[config.mk]
export PLATFORM = sky130hd
export DESIGN_NAME = fetch_unit
export DESIGN_NICKNAME = d
export VERILOG_FILES = /design/src/cpu_pkg.sv /design/src/fetch_unit.sv
export SDC_FILE = /design/constraint.sdc
export NUM_CORES = 1
export LEC_CHECK = 0
export ABC_AREA = 0
export BUFFER_PORTS_ARGS = -buffer_cell sky130_fd_sc_hd__buf_2
export CELL_PAD_IN_SITES_DETAIL_PLACEMENT = 0
export CELL_PAD_IN_SITES_GLOBAL_PLACEMENT = 1
export CORE_ASPECT_RATIO = 0.6
export CORE_MARGIN = 2
export CORE_UTILIZATION = 24
export CTS_CLUSTER_SIZE = 8
export DETAILED_ROUTE_END_ITERATION = 10
export GPL_ROUTABILITY_DRIVEN = 0
export PLACE_DENSITY_LB_ADDON = 0.05
export SETUP_SLACK_MARGIN = 0.15
export SLEW_MARGIN = 15
export SYNTH_ARGS = -nofsm -noshare
export SYNTH_HDL_FRONTEND = slang
export SYNTH_SLANG_ARGS = --single-unit
[constraint.sdc]
create_clock -name clk -period 3.46 [get_ports clk]
set_input_delay 0.519 -clock clk [delete_from_list [all_inputs] [get_ports clk]]
set_output_delay 0.519 -clock clk [all_outputs]
set_load 0.05 [all_outputs]
[src/cpu_pkg.sv]
`default_nettype none

package cpu_pkg;

  localparam int DATA_WIDTH     = 32;
  localparam int INSTR_WIDTH    = 32;
  localparam int MEM_DEPTH      = 1024;
  localparam int ADDR_WIDTH     = 10;
  localparam int REG_COUNT      = 32;
  localparam int REG_ADDR_WIDTH = 5;

  typedef enum logic [3:0] {
    ADD = 4'd0,
    LW  = 4'd1,
    SW  = 4'd2,
    SUB = 4'd3,
    AND = 4'd4,
    MUL = 4'd5,
    DIV = 4'd6,
    OR  = 4'd7,
    XOR = 4'd8,
    BEQ = 4'd9,
    BNE = 4'd10,
    BLT = 4'd11,
    BGE = 4'd12,
    JMP = 4'd13
  } opcode_t;

  typedef struct packed {
    logic [12:0]               free;
    logic [REG_ADDR_WIDTH-1:0] ra;
    logic [REG_ADDR_WIDTH-1:0] rb;
    logic [REG_ADDR_WIDTH-1:0] rd;
    opcode_t                   opcode;
  } instruction_t;

  typedef struct packed {
    logic [ADDR_WIDTH-1:0] pc;
    instruction_t          instr;
  } if_id_t;

  typedef struct packed {
    logic [ADDR_WIDTH-1:0] pc;
    instruction_t          instr;
    logic [DATA_WIDTH-1:0] ra_val;
    logic [DATA_WIDTH-1:0] rb_val;
    logic [DATA_WIDTH-1:0] rd_val; // Store data for SW
    logic [DATA_WIDTH-1:0] off;
    logic [DATA_WIDTH-1:0] boff;
  } id_ex_t;

  typedef struct packed {
    logic [ADDR_WIDTH-1:0]     pc;
    instruction_t              instr;
    logic                      rd_we; // Never set for r0
    logic [REG_ADDR_WIDTH-1:0] rd;
    logic [DATA_WIDTH-1:0]     result;
    logic                      st_we;
    logic [ADDR_WIDTH-1:0]     st_addr;
    logic [DATA_WIDTH-1:0]     st_data;
  } ex_wb_t;

  // Operand bypass from the EX/WB register
  function automatic logic [DATA_WIDTH-1:0] fwd_operand(
    ex_wb_t                    wb,
    logic [REG_ADDR_WIDTH-1:0] addr,
    logic [DATA_WIDTH-1:0]     value
  );
    return (wb.rd_we && wb.rd == addr) ? wb.result : value;
  endfunction

endpackage

`default_nettype wire

[src/fetch_unit.sv]
`timescale 1ns/1ps
`default_nettype none

module fetch_unit (
  input  logic                           clk,
  input  logic                           rst,
  input  logic                           run_i,
  input  logic                           stall_i,
  input  logic                           redirect_i,
  input  logic [cpu_pkg::ADDR_WIDTH-1:0] redirect_pc_i,
  output logic [cpu_pkg::ADDR_WIDTH-1:0] imem_addr_o,
  input  logic [cpu_pkg::DATA_WIDTH-1:0] imem_rdata_i,
  output logic                           if_valid_o,
  output logic [cpu_pkg::ADDR_WIDTH-1:0] if_pc_o,
  output cpu_pkg::instruction_t          if_instr_o
);

  logic [cpu_pkg::ADDR_WIDTH-1:0] pc_q;
  logic [cpu_pkg::ADDR_WIDTH-1:0] pc_d;

  always_comb begin
    pc_d = pc_q;
    if (redirect_i) begin
      pc_d = redirect_pc_i; // Redirect wins over stall
    end else if (run_i && !stall_i) begin
      pc_d = pc_q + 1'b1; // Wraps at MEM_DEPTH
    end
  end

  always_ff @(posedge clk) begin
    if (!rst) begin
      pc_q <= '0;
    end else begin
      pc_q <= pc_d;
    end
  end

  assign imem_addr_o = pc_q;
  assign if_valid_o  = run_i;
  assign if_pc_o     = pc_q;
  assign if_instr_o  = cpu_pkg::instruction_t'(imem_rdata_i);

endmodule

`default_nettype wire

==> Word-level counts from Yosys, hierarchy flattened <==
Cells that the tools add are included.
{ "classes": {"magnitude_cmp": 0, "n_reduce_logical": 3, "eq_ne": 0, "bitwise_logic": 0, "multipliers": 0, "muxes": 2, "n_addsub": 1, "div_mod_pow": 0, "shifts": 0} }
{ "ops": {"columns": ["operator", "count"], "rows": [
  ["$mux W10", 2],
  ["$add A10 B1 Y10 const B", 1],
  ["$reduce_bool A2 Y1", 1],
  ["$logic_and A1 B1 Y1", 1],
  ["$logic_not A1 Y1", 1]
]} }
{ "totals": {"ff_bits": 10, "mem_bits_ro": 0, "mem_bits_rw": 0, "latchBits": 0, "wordCells": 7, "mem_count": 0} }

==> Depth between registers and ports, before layout <==
Gate-level depths: netlist (run 1).
{ "logic_depth": {"word_depth": 4, "depth_mapped": 4, "ltp_nobuf": 4} }

==> Worst setup path after synthesis (run 1) <==
OpenSTA, ideal clock, no wires.
{ "synth_timing": {"path_kind": "reg-to-reg", "start": "register pc_q, in the netlist if_pc_o[0]", "end": "register pc_q, in the netlist if_pc_o[6]", "setup_ns": 0.122, "synth_period_minus_slack_ns": 1.779, "path_slack_ns": 1.681, "arrival_time_ns": 1.657, "stages_incl_launch_ff": 5, "required_ns": 3.338, "path_buffers": 0, "cell_sequence": "dfxtp_1 -> ha_1 -> nand3b_1 -> o31a_1 -> o311a_1"} }
{ "synth_via": {"elab_chain_cells": 3} }
{ "synth_rtl": {"columns": ["element", "line_no", "rtl"], "rows": [
  ["from (decl)", "fetch_unit.sv:18", "logic [cpu_pkg::ADDR_WIDTH-1:0] pc_q;"],
  ["from (signal assigned)", "fetch_unit.sv:34", "pc_q <= pc_d;"],
  ["$add A10 B1 Y10", "fetch_unit.sv:26", "pc_d = pc_q + 1'b1;"],
  ["$mux W10", "fetch_unit.sv:25", "end else if (run_i && !stall_i) begin"],
  ["$mux W10", "fetch_unit.sv:23", "if (redirect_i) begin"]
]} }
Every way passes these cells. The select of a mux whose other input is x is not followed.
A chain may end at the register's enable or synchronous reset.

==> Final worst setup path (run 1) <==
Ends and elaborated chain as after synthesis.

==> metrics.cfg, run 1 <==
[sta]
whs_ns = 0.5602
max_freq_ghz = 0.6289
period_share = 0.4596
slew_violations = 0
final.setup_skew_ns = 0.001959
setup_viol = 0
worst_pin_slew_ns = 0.4147
fin_setup_tns_ns = 0
finalCriticalPeriod_ns = 1.590
rsz0062_at_grt = no
hold_viol_final = 0
slew_headroom = 0.7235

[clock_tree]
clk_path_buf_depth = 2
tritoncts = built
cts.sinks = 10
clockRootBuffer = clkbuf_8
clk_latency_ns = 0.24
cts_resized = 0
htree_levels = 1
clk_pin_slew_ns = 0.05
post-cts-setup-buffers = 0
ctsHoldBuffers = 0
cts_made_buffers = 3

[worst_hold_path]
hp-start = redirect_pc_i[2]
worstHoldEndpoint = if_pc_o[2]
hold_class = primary input to flip-flop
min_path_cells = 3

[die]
core_area_um2 = 3701
start_util = 0.2522
row_count = 17
die_y_um = 52.31
die_area_um2 = 4420
die-width_um = 84.51
io_pins = 100

[drt]
dr_total_vias = 704
finalWirelength_um = 2286
ant_nets = 0
drt_iter0_markers = 40
avgViaCountPerCell = 4.632
drt_pass1_iterations = 4
drcViolationCount = 0
wl_per_cell_um = 15.04

[setup_path]
cp.required_ns = 3.58
path_max_fanout = 6
reg2reg_from = if_pc_o[0]
criticalPathCategory = flip-flop to flip-flop
critPathCaptureType = flip-flop
reg2reg_depth = 4
r2r_end = if_pc_o[6]
worstPathArrival_ns = 1.71
rrSetupSlack_ns = 1.87
startpoint_type = flip-flop

[cells_and_area]
largest_register_ffs = 10
area_growth_pct = -6.836
drive_above_1_share = 0.3905
antenna_cells = 0
layout.nets = 155
fin_area_um2 = 869.6

[pwr]
vdd_drop_max_mv = 0.1584
p_per_area_nw_per_um2 = 432.7
leakage_uw = 0.0003672

[flow_run]
max_cap_viol_count = 0

[global_route]
gr-total-overflow = 0
grt_pass1_vias = 630
grt_pass1_wl_um = 3463
antenna_found_initial = 0
grt_max_degree = 14
grt_usage = 0.1060

[place]
io_buffers = 35
hpwl_um = 1779
dpl_cell_area_um2 = 828.3

[yosys]
syn_nets = 160
synthCells = 112
yosys_warnings = 0
synthesis.area_um2 = 933.4
yosysUniqueCellTypes = 35
ys_seq_area_frac = 0.2145
syn_avg_cell_area_um2 = 8.334
ys_seq_elements = 10

[run_status]
status = finished, final reports clean

## where the power goes
group | internal (uW) | switching (uW)
clock network | 76.5 | 48.2
logic | 30.1 | 85.1
registers | 124 | 12.8
## critical path, stage by stage (launching register included)
cell	delay (ns)
dfxtp_1	0.44
ha_1	0.24
nand3b_1	0.20
o31a_1	0.32
o311a_1	0.28
## metal layers
layer,GRT usage,vias to the layer above,share of wire
met5,0,-,0
met4,0.04497,0,0.024
met3,0.04724,16,0.078
met2,0.1352,34,0.37
met1,0.1494,306,0.53
li1,-,348,-
## cells in the mapped netlist (all sizes together)
library cell,number,area share
buf,45,0.36
dfxtp,10,0.21
nand2b,5,0.034
o21ai,5,0.027
or3,4,0.028
a22oi,3,0.024
a31oi,3,0.020
nand2,3,0.012
nor2b,3,0.020
a211oi,2,0.016
inv,2,0.0080
nand3,2,0.016
nand4,2,0.013
nor2,2,0.0080
o211ai,2,0.016
o221ai,2,0.019
o311ai,2,0.019
or4,2,0.016
and4bb,1,0.013
clkinv,1,0.0040
ha,1,0.013
mux2i,1,0.011
nand3b,1,0.0080
nand4bb,1,0.012
nor4,1,0.0067
o211a,1,0.011
o311a,1,0.011
o31a,1,0.0094
o31ai,1,0.0080
xnor2,1,0.0094
xor2,1,0.0094
## per-stage QoR
step / util / total power, uW / worst slack, ns / cells
3_3_place_gp: 0.2238 / 255.7 / 1.753 / 149
4_1_cts: 0.2350 / 384.1 / 1.863 / 152
2_1_floorplan: - / 333.0 / 1.681 / 112
3_5_place_dp: 0.2238 / 254.6 / 1.701 / 149
5_1_grt: 0.2350 / 399.5 / 1.771 / 152
6_report: 0.2350 / 376.3 / 1.870 / 152
## cells by family after synthesis
kind of cell,Yosys count,share of synthesized area
buffers and inverters,48,0.3753
XOR/XNOR,2,0.01877
flip-flops,10,0.2145
adder cells (fa/ha/maj),1,0.01340
multiplexers,1,0.01072
AND/OR/NAND/NOR,27,0.1877
AO/OA/AOI/OAI,23,0.1796
## how the worst max path moves through the flow
stage                     from         end  slack, ns
global route        if_pc_o[0]  if_pc_o[6]       1.77
global placement       stall_i  if_pc_o[5]       1.75
floorplan           if_pc_o[0]  if_pc_o[6]       1.68
finish              if_pc_o[0]  if_pc_o[6]       1.87
CTS                 if_pc_o[0]  if_pc_o[6]       1.86
detailed placement     stall_i  if_pc_o[5]       1.70
## cell type report
type                       count  area [um^2]
fill                         433         2831
multi-input combinational     54        382.9
sequential                    10        200.2
timing repair buffer          35        175.2
tap                           47        58.81
clock buffer                   3        41.29
inverter                       3        11.26
## cells in the final DEF (no fill, tap or decap), types with 3 or more instances in the layout
master,n
buf_2,35
nand2_1,3
o21ai_0,5
a22oi_1,3
nand2b_1,5
or3_1,3
nor2b_1,3
a31oi_1,3
clkbuf_8,3
dfxtp_1,10
No activity file was read; power rests on OpenSTA's default activity.
==> run 2, diff against run 1 <==
--- a/config.mk
+++ b/config.mk
@@ -5,13 +5,13 @@
 export SDC_FILE = /design/constraint.sdc
 export NUM_CORES = 1
 export LEC_CHECK = 0
-export ABC_AREA = 0
+export ABC_AREA = 1
 export BUFFER_PORTS_ARGS = -buffer_cell sky130_fd_sc_hd__buf_2
 export CELL_PAD_IN_SITES_DETAIL_PLACEMENT = 0
 export CELL_PAD_IN_SITES_GLOBAL_PLACEMENT = 1
 export CORE_ASPECT_RATIO = 0.6
 export CORE_MARGIN = 2
-export CORE_UTILIZATION = 24
+export CORE_UTILIZATION = 19
 export CTS_CLUSTER_SIZE = 8
 export DETAILED_ROUTE_END_ITERATION = 10
 export GPL_ROUTABILITY_DRIVEN = 0
==> constraint.sdc (replaced) <==
create_clock -name clk -period 1.4 [get_ports clk]
set_input_delay 0.21 -clock clk [delete_from_list [all_inputs] [get_ports clk]]
set_output_delay 0.21 -clock clk [all_outputs]
set_load 0.05 [all_outputs]
==> run 2 against run 1 <==
Compared with the run above:
- sequential share of layout area shrank 1.2 points
- largest cell class unchanged
- critical path type is now flip-flop to primary output
- register-to-register slack lost 1.6 ns
- routed wire length grew 13%
- non-clock buffer count grew 1
- via count grew 15%
- first-iteration DRC count shrank 50%
- combinational power grew 140%
- utilization shrank 3.8 points
- die area grew 30%
- clock power grew to 2.6 times the previous value
- synthesized cell count grew 31%
==> metrics.cfg, run 2 <==
[run_status]
status = finished, final reports clean

[yosys]
ys.flop_type = dfxtp_1
syn_avg_cell_area_um2 = 6.639  ; -20%
synthesis.area_um2 = 975.9  ; +4.6%
post-synth-top-count-cell = buf_4
syn_nets = 195  ; +22%
ys_seq_area_frac = 0.2051  ; -0.009349
ys_seq_elements = 10  ; unchanged
postSynth.asyncResetShare = 0  ; unchanged
yosys_warnings = 0  ; unchanged
synthTopCellsByCount = 43 x buf_4, 27 x nand2_1, 15 x inv_1
synth_edf_count = 0  ; unchanged
yosysTopAreaCell = buf_4
synthTopCellsByArea = buf_4 33%, dfxtp_1 21%, nand2_1 10%
synthCells = 147  ; +31%
synth_top_area_frac = 0.3308  ; -0.01508
yosysUniqueCellTypes = 21  ; -40%

[place]
placed_cells = 205  ; +38%
hpwl_um = 2004  ; +13%
io_buffers = 35  ; unchanged

[global_route]
grt_usage = 0.09836  ; -0.007611
grt_pass1_wl_um = 3939  ; +14%
antenna_found_initial = 0  ; unchanged
gr-total-overflow = 0  ; unchanged
grt_pass1_vias = 742  ; +18%
grt_max_degree = 10  ; -4

[clock_tree]
cts.sinks = 10  ; unchanged
htree_levels = 1  ; unchanged
post-cts-setup-buffers = 0  ; unchanged
clockRootBuffer = clkbuf_8
clk_latency_ns = 0.24  ; about the same
clk_pin_slew_ns = 0.05  ; about the same
clk_path_buf_depth = 2  ; unchanged
cts_made_buffers = 3  ; unchanged
tritoncts = built

[drt]
dr_total_vias = 809  ; +15%
ant_nets = 0  ; unchanged
drt_pass1_iterations = 3  ; -1
drcViolationCount = 0  ; unchanged
avgViaCountPerCell = 3.871  ; -16%
wl_per_cell_um = 12.39  ; -18%
drt_iter0_markers = 20  ; -50%
finalWirelength_um = 2589  ; +13%

[sta]
period_share = 0.8293
final.setup_skew_ns = 0.001313  ; -0.0006457 ns
finalCriticalPeriod_ns = 1.161
slew_headroom = 0.7700  ; +0.04645
max_freq_ghz = 0.8613
slew_violations = 0  ; unchanged
rsz0062_at_grt = no
setup_viol = 0  ; unchanged
worst_pin_slew_ns = 0.3429  ; -0.07179 ns
fin_setup_tns_ns = 0  ; unchanged
hold_viol_final = 0  ; unchanged

[cells_and_area]
drive_above_1_share = 0.4196  ; +0.02910
layout.cells.most_common = buf_2
area_growth_pct = 0.8974
layout_common_cells = 35 x buf_2, 26 x nand2_1, 15 x inv_1
antenna_cells = 0  ; unchanged
layout.nets = 192  ; +24%
fin_cells = 209  ; +38%
largest_register_ffs = 10  ; unchanged

[setup_path]
worstPathArrival_ns = 0.95  ; -0.76 ns
endpoint = imem_addr_o[5]
path_delay_family = flip-flops
reg2reg_depth = 6  ; +2
critPathCaptureType = primary output
cp-startpoint = if_pc_o[5]
r2r_end = if_pc_o[7]
reg2reg_from = if_pc_o[2]
rrSetupSlack_ns = 0.28  ; -1.59 ns
criticalPathCategory = flip-flop to primary output
path_depth = 1  ; -3
crit_buf_inv = 1  ; +1
cp.required_ns = 1.19  ; -2.39 ns
critPathSlowestCell = dfxtp_2
startpoint_type = flip-flop
max_stage_delay_ns = 0.42  ; -0.02 ns
path_cells = buf_2
path_max_fanout = 9  ; +3

[die]
core_area_um2 = 5005  ; +35%
die_area_um2 = 5745  ; +30%
die-width_um = 96.53  ; +14%
die_y_um = 59.52  ; +14%
row_count = 20  ; +3
start_util = 0.1950  ; -0.05720
io_pins = 100  ; unchanged

[pwr]
p_int_uw = 576.9  ; +150%
pwr-share-seq = 0.357  ; -0.006
leakage_uw = 0.0004760  ; +30%
p_clk_frac = 0.346  ; +0.015
p_switching_uw = 363.2  ; +150%
swShare = 0.3863  ; -0.001937
p_per_area_nw_per_um2 = 954.7  ; +120%
finalPower_uw = 940.1  ; +150%
combPwrFrac = 0.297  ; -0.009
vdd_drop_max_mv = 0.2450  ; +55%

[worst_hold_path]
hold_class = primary input to flip-flop

[flow_run]
max_cap_viol_count = 0  ; unchanged

[run 2: cells by family (layout without fill, tap and decap cells)]
| logic type | Yosys count | after routing | synth area share |
|---|---|---|---|
| AOI/OAI and AO/OA | 20 | 20 | 0.1090 |
| DFF | 10 | 10 | 0.2051 |
| xor gates and xnor gates | 1 | 1 | 0.008976 |
| and+or+nand+nor | 51 | 51 | 0.2449 |
| adders and majority gates | 1 | 1 | 0.01282 |
| buffers and inverters | 64 | 60 | 0.4192 |
[run 2: worst min-delay path by stage]
| stage | to | cells past startpoint | from |
|---|---|---|---|
| 2_1_floorplan | if_pc_o[1] | 2 | rst |
| 3_3_place_gp | if_instr_o[14] | 0 | imem_rdata_i[14] |
| 3_5_place_dp | if_instr_o[14] | 0 | imem_rdata_i[14] |
| 4_1_cts | if_pc_o[1] | 3 | redirect_pc_i[1] |
| 5_1_grt | if_pc_o[1] | 3 | rst |
| 6_report | if_pc_o[1] | 3 | redirect_pc_i[1] |
[run 2: layout make-up]
class	instances	area (um^2)
Fill cell	606	4020
Inverter	20	75.07
Multi-Input combinational cell	73	384.1
Clock buffer	4	45.04
Timing Repair Buffer	36	182.7
Sequential cell	10	215.2
Tap cell	66	82.58
[run 2: layer usage]
| metal | track usage | vias to the layer above | wire length (um) |
|---|---|---|---|
| met5 | 0 | - | 0 |
| met3 | 0.03817 | 14 | 209 |
| li1 | - | 411 | - |
| met2 | 0.1290 | 41 | 936 |
| met1 | 0.1410 | 343 | 1396 |
| met4 | 0.04024 | 0 | 46 |
[run 2: per-stage QoR]
step                setup WS, ns  hold WS (ns)  utilization  instance area, um^2
finish                    0.2389        0.2282       0.1968                984.7
global route              0.1536        0.2175       0.1968                984.7
CTS                       0.1911        0.2166       0.1933                967.2
detailed placement        0.1959        0.4203       0.1843                922.1
global placement          0.2660        0.4203       0.1843                922.1
floorplan                 0.1761        0.3417            -                991.0
[run 2: power groups by stage]
stage               Sequential (uW)  Clock [uW]  Combinational, uW
floorplan                       396           0                412
detailed placement              340           0                281
global placement                339           0                285
CTS                             335         348                281
global route                    341         366                305
finish                          336         325                279
[run 2: repair_timing]
| item | in CTS | in global routing |
|---|---|---|
| gates resized for setup | 0 | 4 |
| setup endpoints to repair | 0 | 1 |
| hold buffers | 0 | 0 |
